**config.mk**
```make
export PLATFORM = sky130hd
export DESIGN_NAME = sensor_logger
export DESIGN_NICKNAME = d
export VERILOG_FILES = /design/src/verilog/sensor_pkg.sv /design/src/verilog/hex_to_bcd.sv /design/src/verilog/i2c_reader.sv /design/src/verilog/line_formatter.sv /design/src/verilog/uart_tx.sv /design/src/verilog/log_sequencer.sv /design/src/verilog/sensor_logger.sv
export SDC_FILE = /design/constraint.sdc
export NUM_CORES = 1
export LEC_CHECK = 0
export BUFFER_PORTS_ARGS = -buffer_cell sky130_fd_sc_hd__buf_2
export CAP_MARGIN = 20
export CORE_MARGIN = 5
export CORE_UTILIZATION = 60
export CTS_CLUSTER_DIAMETER = 80
export CTS_CLUSTER_SIZE = 12
export DETAILED_ROUTE_END_ITERATION = 7
export GPL_TIMING_DRIVEN = 1
export PLACE_DENSITY = 0.83
export SLEW_MARGIN = 20
export SYNTH_ARGS = -nofsm -noshare
export SYNTH_HDL_FRONTEND = slang
export SYNTH_SLANG_ARGS = --single-unit
```
**constraint.sdc**
```tcl
create_clock -name clock -period 3 [get_ports clock]
set_input_delay 0 -clock clock [delete_from_list [all_inputs] [get_ports clock]]
set_output_delay 0 -clock clock [all_outputs]
set_load 0.02 [all_outputs]
```
**src/verilog/sensor_pkg.sv**
```systemverilog
// shared constants for the sensor logger
// fsm state encodings and the sample and record structs
package sensor_pkg;

	// hih6121 style humidity/temperature sensor
	localparam logic [6:0] SENSOR_ADDRESS = 7'h27;

	// clocks per quarter of an scl bit
	localparam int I2C_QUARTER_DIVIDE = 8;

	// clocks per uart bit
	localparam int UART_BIT_DIVIDE = 16;

	// clocks between read starts
	localparam int SAMPLE_PERIOD = 8192;

	// 5 + 1 + 5 + 1 + 3 + cr lf
	localparam int LINE_LENGTH = 17;

	// sequencer
	typedef enum logic [1:0] {
		SEQ_IDLE,
		SEQ_READING,
		SEQ_HANDOVER,
		SEQ_HOLDING
	} seq_state_t;

	// i2c master
	typedef enum logic [2:0] {
		I2C_IDLE,
		I2C_START,
		I2C_ADDRESS,
		I2C_ADDR_ACK,
		I2C_READ_BYTE,
		I2C_MASTER_ACK,
		I2C_STOP
	} i2c_state_t;

	// line formatter
	typedef enum logic [1:0] {
		FMT_IDLE,
		FMT_CONVERTING,
		FMT_SENDING
	} fmt_state_t;

	// four bytes off the wire, byte 0 in the top bits
	typedef struct packed {
		logic [1:0] status;
		logic [13:0] humidity;
		logic [13:0] temperature;
		logic [1:0] pad;
	} sensor_sample_t;

	// one printed line
	typedef struct packed {
		logic [15:0] line_number;
		logic [13:0] raw_temperature;
		logic [7:0] temperature_c;
	} log_record_t;

endpackage

```
**src/verilog/hex_to_bcd.sv**
```systemverilog
// iterative double-dabble binary to packed bcd converter
// one bit per cycle, result held until the next start
`timescale 1ns/1ps

module hex_to_bcd #(
	parameter int WIDTH = 16,
	localparam int DIGITS = (WIDTH * 301) / 1000 + 1,
	localparam int COUNT_BITS = $clog2(WIDTH + 1)
) (
	input  logic clock,
	input  logic uart_resetb,
	input  logic bcd_start,
	input  logic [WIDTH-1:0] binary,
	output logic bcd_done,
	output logic [4*DIGITS-1:0] bcd
);
	logic [WIDTH-1:0] shift_binary;
	logic [4*DIGITS-1:0] adjusted;
	logic [COUNT_BITS-1:0] bits_left;
	logic busy;

	// add 3 to every digit above 4 before the shift
	always_comb begin
		adjusted = bcd;
		for (int i = 0; i < DIGITS; i++) begin
			if (bcd[4*i +: 4] > 4'd4)
				adjusted[4*i +: 4] = bcd[4*i +: 4] + 4'd3;
		end
	end

	always_ff @(posedge clock) begin
		bcd_done <= 1'b0;
		if (!uart_resetb) begin
			busy <= 1'b0;
			bits_left <= '0;
		end else if (bcd_start) begin
			busy <= 1'b1;
			bits_left <= COUNT_BITS'(WIDTH);
		end else if (busy) begin
			bits_left <= bits_left - 1'b1;
			// last shift this cycle, digits valid next
			if (bits_left == COUNT_BITS'(1)) begin
				busy <= 1'b0;
				bcd_done <= 1'b1;
			end
		end
	end

	// digits and remaining binary shift as one register
	always_ff @(posedge clock) begin
		if (bcd_start) begin
			shift_binary <= binary;
			bcd <= '0;
		end else if (busy) begin
			{bcd, shift_binary} <= {adjusted, shift_binary} << 1;
		end
	end

endmodule

```
**src/verilog/i2c_reader.sv**
```systemverilog
// i2c master for the sensor: start, address with read bit, four bytes, stop
// open-drain sda, quarter-bit timing
`timescale 1ns/1ps

module i2c_reader (
	input  logic clock,
	input  logic uart_resetb,
	input  logic read_start,
	output logic read_done,
	output logic read_nack,
	output sensor_pkg::sensor_sample_t sample,
	output logic scl,
	output logic sda_oe,
	input  logic sda_in
);
	import sensor_pkg::*;

	i2c_state_t state;
	logic [$clog2(I2C_QUARTER_DIVIDE)-1:0] divide_count;
	logic [1:0] quarter;
	logic quarter_end;
	logic bit_end;
	logic sample_point;
	logic scl_high;
	logic [2:0] bit_count;
	logic [1:0] byte_count;
	logic [7:0] address_byte;
	logic [31:0] shift_data;
	logic address_acked;

	// 7-bit address plus read bit
	assign address_byte = {SENSOR_ADDRESS, 1'b1};
	assign quarter_end = int'(divide_count) == I2C_QUARTER_DIVIDE - 1;
	// scl low in q0 and q3, high in q1 and q2
	assign scl_high = (quarter == 2'd1) || (quarter == 2'd2);
	// sample in the middle of the high phase
	assign sample_point = quarter_end && (quarter == 2'd1);
	assign bit_end = quarter_end && (quarter == 2'd3);

	always_ff @(posedge clock) begin
		read_done <= 1'b0;
		read_nack <= 1'b0;
		if (!uart_resetb) begin
			state <= I2C_IDLE;
			divide_count <= '0;
			quarter <= '0;
			bit_count <= '0;
			byte_count <= '0;
			address_acked <= 1'b0;
		end else begin
			// quarter divider, parked while idle
			if (state == I2C_IDLE) begin
				divide_count <= '0;
				quarter <= '0;
			end else if (quarter_end) begin
				divide_count <= '0;
				quarter <= quarter + 2'd1;
			end else begin
				divide_count <= divide_count + 1'b1;
			end
			// target pulls sda low to ack
			if (sample_point && state == I2C_ADDR_ACK)
				address_acked <= !sda_in;
			case (state)
				I2C_IDLE: if (read_start)
					state <= I2C_START;
				I2C_START: if (bit_end) begin
					bit_count <= '0;
					state <= I2C_ADDRESS;
				end
				I2C_ADDRESS: if (bit_end) begin
					// wraps back to 0 after bit 7
					bit_count <= bit_count + 3'd1;
					if (bit_count == 3'd7)
						state <= I2C_ADDR_ACK;
				end
				I2C_ADDR_ACK: if (bit_end) begin
					bit_count <= '0;
					byte_count <= '0;
					state <= address_acked ? I2C_READ_BYTE : I2C_STOP;
				end
				I2C_READ_BYTE: if (bit_end) begin
					bit_count <= bit_count + 3'd1;
					if (bit_count == 3'd7)
						state <= I2C_MASTER_ACK;
				end
				I2C_MASTER_ACK: if (bit_end) begin
					if (byte_count == 2'd3) begin
						state <= I2C_STOP;
					end else begin
						byte_count <= byte_count + 2'd1;
						state <= I2C_READ_BYTE;
					end
				end
				I2C_STOP: if (bit_end) begin
					read_done <= address_acked;
					read_nack <= !address_acked;
					state <= I2C_IDLE;
				end
				default: state <= I2C_IDLE;
			endcase
		end
	end

	// msb first, byte 0 ends up in bits 31:24
	always_ff @(posedge clock) begin
		if (sample_point && state == I2C_READ_BYTE)
			shift_data <= {shift_data[30:0], sda_in};
	end

	assign sample = sensor_sample_t'(shift_data);

	// sda only moves while scl is low, except for start and stop
	always_comb begin
		scl = 1'b1;
		sda_oe = 1'b0;
		case (state)
			I2C_START: begin
				scl = quarter != 2'd3;
				sda_oe = quarter != 2'd0;
			end
			I2C_ADDRESS: begin
				scl = scl_high;
				sda_oe = !address_byte[3'd7 - bit_count];
			end
			I2C_ADDR_ACK, I2C_READ_BYTE: scl = scl_high;
			I2C_MASTER_ACK: begin
				scl = scl_high;
				// ack bytes 0..2, nack the last
				sda_oe = byte_count != 2'd3;
			end
			I2C_STOP: begin
				scl = quarter != 2'd0;
				sda_oe = quarter < 2'd2;
			end
			default: ;
		endcase
	end

	a_done_or_nack: assert property (@(posedge clock) disable iff (!uart_resetb)
		!(read_done && read_nack));

	// sequencer must not start a read while a transaction is running
	a_start_when_idle: assert property (@(posedge clock) disable iff (!uart_resetb)
		read_start |-> state == I2C_IDLE);

endmodule

```
**src/verilog/line_formatter.sv**
```systemverilog
// turns a log record into one ascii line
// three bcd converters, then 17 characters with valid/ready
`timescale 1ns/1ps

module line_formatter (
	input  logic clock,
	input  logic uart_resetb,
	input  logic record_valid,
	output logic record_ready,
	input  sensor_pkg::log_record_t record,
	output logic char_valid,
	input  logic char_ready,
	output logic [7:0] char_data
);
	import sensor_pkg::*;

	fmt_state_t state;
	log_record_t held;
	logic bcd_start;
	logic line_done;
	logic raw_done;
	logic temp_done;
	logic [2:0] done_pulse;
	logic [2:0] done_seen;
	logic [19:0] line_bcd;
	logic [19:0] raw_bcd;
	logic [11:0] temp_bcd;
	logic [LINE_LENGTH-1:0][7:0] line_chars;
	logic [$clog2(LINE_LENGTH)-1:0] char_index;

	assign record_ready = state == FMT_IDLE;
	assign char_valid = state == FMT_SENDING;
	assign done_pulse = {temp_done, raw_done, line_done};

	hex_to_bcd #(.WIDTH(16)) i_line_bcd (.clock, .uart_resetb, .bcd_start,
		.binary(held.line_number), .bcd_done(line_done), .bcd(line_bcd));
	// 14-bit raw value, zero padded
	hex_to_bcd #(.WIDTH(16)) i_raw_bcd (.clock, .uart_resetb, .bcd_start,
		.binary({2'b00, held.raw_temperature}), .bcd_done(raw_done), .bcd(raw_bcd));
	hex_to_bcd #(.WIDTH(8)) i_temp_bcd (.clock, .uart_resetb, .bcd_start,
		.binary(held.temperature_c), .bcd_done(temp_done), .bcd(temp_bcd));

	always_ff @(posedge clock) begin
		if (record_valid && record_ready)
			held <= record;
	end

	always_ff @(posedge clock) begin
		bcd_start <= 1'b0;
		if (!uart_resetb) begin
			state <= FMT_IDLE;
			done_seen <= '0;
			char_index <= '0;
		end else begin
			case (state)
				FMT_IDLE: if (record_valid) begin
					bcd_start <= 1'b1;
					done_seen <= '0;
					state <= FMT_CONVERTING;
				end
				FMT_CONVERTING: begin
					// the 8-bit converter finishes first
					done_seen <= done_seen | done_pulse;
					if (&(done_seen | done_pulse)) begin
						char_index <= '0;
						state <= FMT_SENDING;
					end
				end
				FMT_SENDING: if (char_ready) begin
					if (int'(char_index) == LINE_LENGTH - 1) begin
						char_index <= '0;
						state <= FMT_IDLE;
					end else begin
						char_index <= char_index + 1'b1;
					end
				end
				default: state <= FMT_IDLE;
			endcase
		end
	end

	// "nnnnn rrrrr ttt\r\n", most significant digit first
	always_comb begin
		for (int i = 0; i < 5; i++) begin
			line_chars[i] = {4'h3, line_bcd[4*(4-i) +: 4]};
			line_chars[6+i] = {4'h3, raw_bcd[4*(4-i) +: 4]};
		end
		for (int i = 0; i < 3; i++)
			line_chars[12+i] = {4'h3, temp_bcd[4*(2-i) +: 4]};
		line_chars[5] = 8'h20;
		line_chars[11] = 8'h20;
		line_chars[15] = 8'h0d;
		line_chars[16] = 8'h0a;
	end

	assign char_data = line_chars[char_index];

	// bcd outputs must hold while the uart stalls us
	a_char_stable: assert property (@(posedge clock) disable iff (!uart_resetb)
		char_valid && !char_ready |=> $stable(char_data));

endmodule

```
**src/verilog/uart_tx.sv**
```systemverilog
// 8n1 uart transmitter with valid/ready character input
// lsb first, tx idles high
`timescale 1ns/1ps

module uart_tx (
	input  logic clock,
	input  logic uart_resetb,
	input  logic char_valid,
	output logic char_ready,
	input  logic [7:0] char_data,
	output logic tx
);
	import sensor_pkg::*;

	logic [$clog2(UART_BIT_DIVIDE)-1:0] divide_count;
	logic [3:0] bits_left;
	logic [9:0] frame;
	logic busy;
	logic bit_end;

	assign char_ready = !busy;
	assign bit_end = int'(divide_count) == UART_BIT_DIVIDE - 1;
	// line stays at mark level between frames
	assign tx = busy ? frame[0] : 1'b1;

	always_ff @(posedge clock) begin
		if (!uart_resetb) begin
			busy <= 1'b0;
			divide_count <= '0;
			bits_left <= '0;
		end else if (!busy) begin
			divide_count <= '0;
			if (char_valid) begin
				// start + 8 data + stop
				busy <= 1'b1;
				bits_left <= 4'd10;
			end
		end else if (bit_end) begin
			divide_count <= '0;
			bits_left <= bits_left - 4'd1;
			if (bits_left == 4'd1)
				busy <= 1'b0;
		end else begin
			divide_count <= divide_count + 1'b1;
		end
	end

	// frame shifts out from bit 0, stop bit refilled from the top
	always_ff @(posedge clock) begin
		if (char_valid && char_ready)
			frame <= {1'b1, char_data, 1'b0};
		else if (busy && bit_end)
			frame <= {1'b1, frame[9:1]};
	end

endmodule

```
**src/verilog/log_sequencer.sv**
```systemverilog
// sample period timer and read/record sequencing
// temperature conversion and line numbering
`timescale 1ns/1ps

module log_sequencer (
	input  logic clock,
	input  logic uart_resetb,
	output logic read_start,
	input  logic read_done,
	input  logic read_nack,
	input  sensor_pkg::sensor_sample_t sample,
	output logic record_valid,
	input  logic record_ready,
	output sensor_pkg::log_record_t record,
	output logic sensor_error
);
	import sensor_pkg::*;

	seq_state_t state;
	logic [$clog2(SAMPLE_PERIOD)-1:0] period_count;
	logic period_end;
	logic [15:0] line_count;
	logic [7:0] temperature_c;

	assign period_end = int'(period_count) == SAMPLE_PERIOD - 1;

	// raw/128 + raw/512 - 40 wrapping mod 256
	assign temperature_c = {1'b0, sample.temperature[13:7]}
		+ {3'b000, sample.temperature[13:9]} - 8'd40;

	always_ff @(posedge clock) begin
		read_start <= 1'b0;
		if (!uart_resetb) begin
			state <= SEQ_IDLE;
			period_count <= '0;
			line_count <= 16'd1;
			record_valid <= 1'b0;
			sensor_error <= 1'b0;
		end else begin
			// free-running period counter
			period_count <= period_end ? '0 : period_count + 1'b1;
			case (state)
				SEQ_IDLE: begin
					read_start <= 1'b1;
					state <= SEQ_READING;
				end
				SEQ_READING: if (read_done) begin
					record_valid <= 1'b1;
					line_count <= line_count + 16'd1;
					sensor_error <= 1'b0;
					state <= SEQ_HANDOVER;
				end else if (read_nack) begin
					// no line this period
					sensor_error <= 1'b1;
					state <= SEQ_HOLDING;
				end
				SEQ_HANDOVER: if (record_ready) begin
					record_valid <= 1'b0;
					state <= SEQ_HOLDING;
				end
				// a handover past period end skips that read
				SEQ_HOLDING: if (period_end)
					state <= SEQ_IDLE;
				default: state <= SEQ_IDLE;
			endcase
		end
	end

	always_ff @(posedge clock) begin
		if (state == SEQ_READING && read_done)
			record <= '{line_number: line_count, raw_temperature: sample.temperature,
				temperature_c: temperature_c};
	end

	a_record_stable: assert property (@(posedge clock) disable iff (!uart_resetb)
		record_valid && !record_ready |=> record_valid && $stable(record));

	// reads start one cycle into a period with no record pending
	a_start_from_idle: assert property (@(posedge clock) disable iff (!uart_resetb)
		read_start |-> !record_valid && period_count == 1);

endmodule

```
**src/verilog/sensor_logger.sv**
```systemverilog
// sensor logger top: sequencer, i2c reader, line formatter, uart
`timescale 1ns/1ps

module sensor_logger (
	input  logic clock,
	input  logic uart_resetb,
	output logic scl,
	output logic sda_oe,
	input  logic sda_in,
	output logic tx,
	output logic sensor_error
);
	import sensor_pkg::*;

	// read handshake
	logic read_start;
	logic read_done;
	logic read_nack;
	sensor_sample_t sample;

	// record handshake
	logic record_valid;
	logic record_ready;
	log_record_t record;

	// character stream to the uart
	logic char_valid;
	logic char_ready;
	logic [7:0] char_data;

	log_sequencer i_log_sequencer (.clock, .uart_resetb, .read_start, .read_done, .read_nack,
		.sample, .record_valid, .record_ready, .record, .sensor_error);

	i2c_reader i_i2c_reader (.clock, .uart_resetb, .read_start, .read_done, .read_nack,
		.sample, .scl, .sda_oe, .sda_in);

	line_formatter i_line_formatter (.clock, .uart_resetb, .record_valid, .record_ready,
		.record, .char_valid, .char_ready, .char_data);

	uart_tx i_uart_tx (.clock, .uart_resetb, .char_valid, .char_ready, .char_data, .tx);

endmodule

```
* After elaboration in Yosys (flattened, before gate mapping)
Memory sizes are Yosys's and may differ from the RTL's.
Cells that the tools add are included.
** Operators by class
- $add $sub $neg :: 28
- Magnitude comparators :: 16
- Equality and inequality tests :: 47
- Mux-type cells :: 93
- Bitwise operators :: 6
- Reductions and logical operators :: 53
** Operators by type and width (count)
- two-way mux 4 bit :: 15
- greater-than comparator 4 x 3 -> 1 bit (second input constant) :: 13
- two-way mux 3 bit :: 14
- adder 4 x 2 -> 4 bit (second input constant) :: 10
- binary-select mux 8 bit (select 5 bit) :: 1
- two-way mux 5 bit :: 7
- two-way mux 16 bit :: 2
- two-way mux 14 bit :: 2
- != test 2 x 1 -> 1 bit (second input constant) :: 14
- two-way mux 2 bit :: 13
- two-way mux 1 bit :: 24
- two-way mux 8 bit :: 3
- nonzero test 2 bit :: 12
- one-hot mux 3 bit (7 select lines) :: 1
- two-way mux 9 bit :: 2
- AND reduction 3 bit :: 6
- adder 16 x 1 -> 16 bit (second input constant) :: 1
- != test 2 bit (second input constant) :: 8
- OR reduction 3 bit :: 5
- adder 13 x 1 -> 13 bit (second input constant) :: 1
- == test 13 x 1 -> 1 bit (second input constant) :: 1
- == test 2 bit (second input constant) :: 6
- == test 3 bit (second input constant) :: 4
- == test 4 x 1 -> 1 bit (second input constant) :: 3
- other kinds (39) :: 75
** Word-level totals
- Register bits :: 283
- Memory bits (read-only) :: 8
- Input bits :: 3
- Output and inout port bits :: 4
- Logic and storage cells :: 293
- Memories :: 1
** Memories
- (no name shown) :: words 8, bits a word 1, read ports 1, clocked after Yosys merged registers in 0, write ports 0, RTL line i2c_reader.sv:124 : sda_oe = !address_byte[3'd7 - bit_count];

* Depth between registers and ports, before layout
- Word-level depth :: 5
- Mapped depth :: 9
- Gate-level depth less buffers :: 8

* Hierarchy
Synthesis repeated with hierarchy kept, for this count alone.
** Unflattened totals
- Cell total of the unflattened synthesis :: 1229
- Area total of the unflattened synthesis :: 13890.8 µm²
** Modules (own cells, without submodules)
- hex_to_bcd (i_line_formatter.i_line_bcd ...) :: instances 2, cells an instance 221, area each 2264.7 µm², sequential area each 1021.0 µm²
- log_sequencer :: instances 1, cells an instance 254, area each 2992.9 µm², sequential area each 1821.7 µm²
- line_formatter :: instances 1, cells an instance 181, area each 2301.0 µm², sequential area each 1361.3 µm²
- i2c_reader :: instances 1, cells an instance 141, area each 1921.8 µm², sequential area each 1281.2 µm²
- hex_to_bcd (i_line_formatter.i_temp_bcd) :: instances 1, cells an instance 139, area each 1368.8 µm², sequential area each 600.6 µm²
- uart_tx :: instances 1, cells an instance 72, area each 777.0 µm², sequential area each 440.4 µm²

* Least setup slack after synthesis
OpenSTA, ideal clock, no wires.
- Kind :: register -> register
- Start :: register i_log_sequencer.state[1]
- End :: register i_log_sequencer.line_count[4]
- Setup time :: 0.128 ns
- Data arrival time :: 2.416 ns
- Required time :: 2.872 ns
- Setup slack :: 0.456 ns
- Stages on the path, launching flop included :: 8
- Buffers on the path :: 1
- Clock period less this slack :: 2.544 ns
- Cell sequence :: dfxtp_1 inv_1 ha_1 and2_2 clkbuf_1 nand4_1 xor2_1 nor2_1
** Between the ends
- Longest elaborated chain between the ends :: 2
** RTL lines
- start: declaration :: RTL line log_sequencer.sv:19 : seq_state_t state;
- start signal: assignment :: RTL line log_sequencer.sv:34 : state <= SEQ_IDLE;
- start signal: assignment :: RTL line log_sequencer.sv:45 : state <= SEQ_READING;
- start signal: assignment :: RTL line log_sequencer.sv:51 : state <= SEQ_HANDOVER;
- == test 2 x 1 -> 1 bit :: RTL line log_sequencer.sv:42 : case (state)
- AND reduction 2 bit (no source line)
- end signal: assignment :: RTL line log_sequencer.sv:49 : line_count <= line_count + 16'd1;
- end: declaration :: RTL line log_sequencer.sv:22 : logic [15:0] line_count;
No other way between the ends.
A chain may end at the register's enable or synchronous reset.

* Final worst setup path
- Start :: register i_line_formatter.state[0]
- End :: register i_uart_tx.frame[1], data pin
** Between the ends
- Longest elaborated chain between the ends :: 3
** RTL lines
- start: declaration :: RTL line line_formatter.sv:17 : fmt_state_t state;
- start signal: assignment :: RTL line line_formatter.sv:51 : state <= FMT_IDLE;
- start signal: assignment :: RTL line line_formatter.sv:59 : state <= FMT_CONVERTING;
- start signal: assignment :: RTL line line_formatter.sv:66 : state <= FMT_SENDING;
- == test 2 bit :: RTL line line_formatter.sv:32 : assign char_valid = state == FMT_SENDING;
- logical AND 1 bit :: RTL line uart_tx.sv:50 : if (char_valid && char_ready)
- two-way mux 9 bit :: RTL line uart_tx.sv:50
- end signal: assignment :: RTL line uart_tx.sv:51 : frame <= {1'b1, char_data, 1'b0};
- end signal: assignment :: RTL line uart_tx.sv:53 : frame <= {1'b1, frame[9:1]};
- end: declaration :: RTL line uart_tx.sv:17 : logic [9:0] frame;
No other way between the ends.

==> results.md <==
- Outcome: finished clean
- Largest family of logic cells by synthesized area: simple AND/OR/NAND/NOR gates
- Number of synthesized flops with an enable pin: 138
- Routed Antenna Nets: 0
- Die Ht: between 150 and 200 um
- Area after DPL: around 0.013 mm^2
- Post-cts gate resize count: 0
- Final #Nets: about 1300
- Clk slew on worst S/H paths: 0.07 ns
- Buf/Inv on CP: 1
- Ys async rst share: 0%
- Clock share of power: 37.7%
- Setup TNS Final: 0 ns
- Fin crit share: 76.6%
- Hold Path Class: in -> reg
- Die Span X: 157 um
- Crit path capture type: flop
- Synth warn: 0
- Unrepaired setup endpoints after global routing: no
- Vias in the first global route: 8372
- Xor/xnor cell area share of the yosys netlist: under 10%
- Post-synth top flop: dfxtp_1
- Hold_buf cts: 2
- Worst skew pair latency: about 0.54 ns
- Worst-path fanout max: 9
- DR DRC count: 0
- Crit path kind: reg -> reg
- PwrDens: 587 mW/mm^2
- Die Footprint: 0.0245 mm^2
- Maximum clock rate: 435 MHz
- Buffers on Ports: 6
- Detail Placement HPWL: between 10000 and 15000 um
- Mux share of post-synthesis cell area: 5.74%
- Minimum clock period: 2.30 ns
- CTS tree: built
- Largest net degree at the start of global routing: 51
- Final setup fails: 0
- Crit path cell chain: inv_1 > ha_1 > nor3b_1 > nand2_1 > a211oi_1 > a211o_1
- Combinational Power Share: 9.3%
- Vias post-DR: 8683
- Largest stage delay on the critical path: 0.81 ns
- Drt via density: 5.90
- Synth Net Count: 1256
- Synth Area in Simple Gates: 14.6%
- Arr. time, crit path: 2.71 ns
- Row count: 53
- Mapped cell area: 0.0129 mm^2
- Internal Power: 6220 uW
- Clock root cell: clkbuf_16
- Crit-path leading delay family: simple AND/OR/NAND/NOR gates
- GPL Wtd Cong: 0.867
- Initial antenna violation count: 0
- GRT Util Overall: 19.3%
- Seq pwr share: 53.0%
- Num CTS Buffers: 27
- Initial DRT Pass Iterations: 7
- Hold Fails Final Rpt: 0
- Startpoint types: flop
- Peak VDD IR: around 0.5 mV
- Count of different cell masters after synthesis: 70
- Switching portion of total power: 24.1%
- Core ar.: 0.0211 mm^2
- Maxcap violations: 0
- Actual slew at the worst max-slew pin: 0.939 ns
- Post-synthesis sequential area ratio: 54.6%
- Psw: 1970 uW
- H-tree depth: 1
- Pleak: about 0.0048 uW
- #FFs+latches synth: 283
- Fin Hold WS: about 0.25 ns
- Final instance area: 0.0140 mm^2
- Compound-gate portion of the synthesized area: 11.6%
- Worst R2R Setup Slack: 0.70 ns
- Mapped Cells: 1182
- CTS sink cnt: around 280
- # Post-CTS Setup Buffers: 0
- Slew Limit Fails: 0
- Post-Route WL: 23200 um
- ANT cells: 0
- Initial core utilization: 61.2%
- Synthesized-area fraction occupied by adder cells: 6.94%
- Final Skew: 0.00974 ns
- Area growth syn-to-layout: 8.12%
- Critical path's slowest cell: nor3b_1
- GR Overflow Total: 0
- Clock tree buffer depth: 3
- Fillers: 1535
- Total I/O pin count: 7
- Detailed router's first-iteration violation count: 599
- DR WL/cell: 15.8 um
- Layout cells sized above 1: 8.53%
- Req. time, crit path: 3.41 ns
- Rel. slew slack: a little under two fifths
- Average size of a mapped cell: ~11 um^2
- First-pass GRT wire length: 40000 um
## power groups by stage
stage / combinational (uW) / clock, uW / sequential, uW
after floorplan: 621 / 0 / 4340
after global placement: 706 / 0 / 4410
after detailed placement: 747 / 0 / 4420
after CTS: 763 / 3160 / 4330
after global routing: 883 / 3320 / 4360
final: 764 / 3080 / 4340
## sequential cells by signal (all words and copies together) (netlist names), 4 cells and up
signal and count:
i_line_formatter.held 38, i_log_sequencer.record 38, i_line_formatter.i_line_bcd.bcd 20, i_line_formatter.i_raw_bcd.bcd 20, i_i2c_reader.sample 16, i_line_formatter.i_line_bcd.shift_binary 16
i_line_formatter.i_raw_bcd.shift_binary 16, i_log_sequencer.line_count 16, i_log_sequencer.period_count 13, i_line_formatter.i_temp_bcd.bcd 12, i_uart_tx.frame 9, i_line_formatter.i_temp_bcd.shift_binary 8
i_line_formatter.char_index 5, i_line_formatter.i_line_bcd.bits_left 5, i_line_formatter.i_raw_bcd.bits_left 5, i_line_formatter.i_temp_bcd.bits_left 4, i_uart_tx.bits_left 4, i_uart_tx.divide_count 4
## area by class of cell
cell class,instances,area [um^2],area share [%]
clock buffers,45,764,5.48
flip-flops and latches,283,7050,50.5
well taps,275,344,2.47
multi-input cells,771,5370,38.5
repair buffers,18,125,0.897
clock inverters,1,8.76,0.0628
inverters,78,293,2.10
## cell usage after synthesis (26+ instances only)
library cell / count / share of area [%]
dfxtp_1: 145 / 22
edfxtp_1: 138 / 32
inv_1: 78 / 2.3
nor2_1: 78 / 2.3
nand2_1: 72 / 2.1
o21ai_0: 72 / 2.8
ha_1: 70 / 6.8
a21oi_1: 66 / 2.6
clkbuf_1: 45 / 1.3
mux2_2: 38 / 3.3
nand3_1: 36 / 1.4
nand2b_1: 34 / 1.6
nor2b_1: 29 / 1.4
xnor2_1: 26 / 1.8
## path summary, 6_finish.rpt
check | from | endpoint | cells past startpoint
setup / recovery | i_line_formatter.state[0]$_SDFFE_PN0P_ | i_uart_tx.frame[1]$_DFFE_PP_ | 6
hold / removal | sda_in | i_i2c_reader.sample[0]$_DFFE_PP_ | 2
setup reg to reg | i_line_formatter.state[0]$_SDFFE_PN0P_ | i_uart_tx.frame[1]$_DFFE_PP_ | 6
hold reg to reg | i_log_sequencer.record[36]$_DFFE_PP_ | i_line_formatter.held[36]$_DFFE_PP_ | 0
## cell usage in the layout, fill, tap and decap left out, types with 11 or more instances in the layout
cell type / instances
a21oi_1: 66
a311oi_1: 12
and2_1: 11
clkbuf_1: 17
clkbuf_16: 28
dfxtp_1: 144
edfxtp_1: 138
ha_1: 70
inv_1: 78
mux2_2: 38
mux2i_1: 20
nand2_1: 72
nand2b_1: 34
nand3_1: 36
nand4_1: 13
nor2_1: 78
nor2b_1: 29
nor3_1: 17
o211ai_1: 18
o21ai_0: 72
o311ai_0: 13
or3_1: 24
xnor2_1: 26
xor2_1: 14
## routing by layer
metal | global-route usage [%] | routed length, um
met5 | 0 | 0
met4 | 5.66 | 556
met3 | 2.46 | 1110
met2 | 32.6 | 11200
met1 | 26.3 | 10300
## stage by stage
step | utilization, % | cells | power [uW] | worst slack (ns)
detailed placement | 62.4 | 1423 | 5160 | 0.762
finish | 66.2 | 1471 | 8190 | 0.703
global placement | 62.4 | 1423 | 5110 | 0.902
CTS | 66.2 | 1471 | 8250 | 0.746
global route | 66.2 | 1471 | 8570 | 0.529
floorplan | - | 1182 | 4960 | 0.456
## kinds of logic after synthesis
kind of cell	Yosys count
adders and majority gates	71
muxes	63
DFF	283
and+or+nand+nor	361
xor gates and xnor gates	40
AOI/OAI and AO/OA	236
buffers and inverters	128
Power figures use the tool's default switching activity.
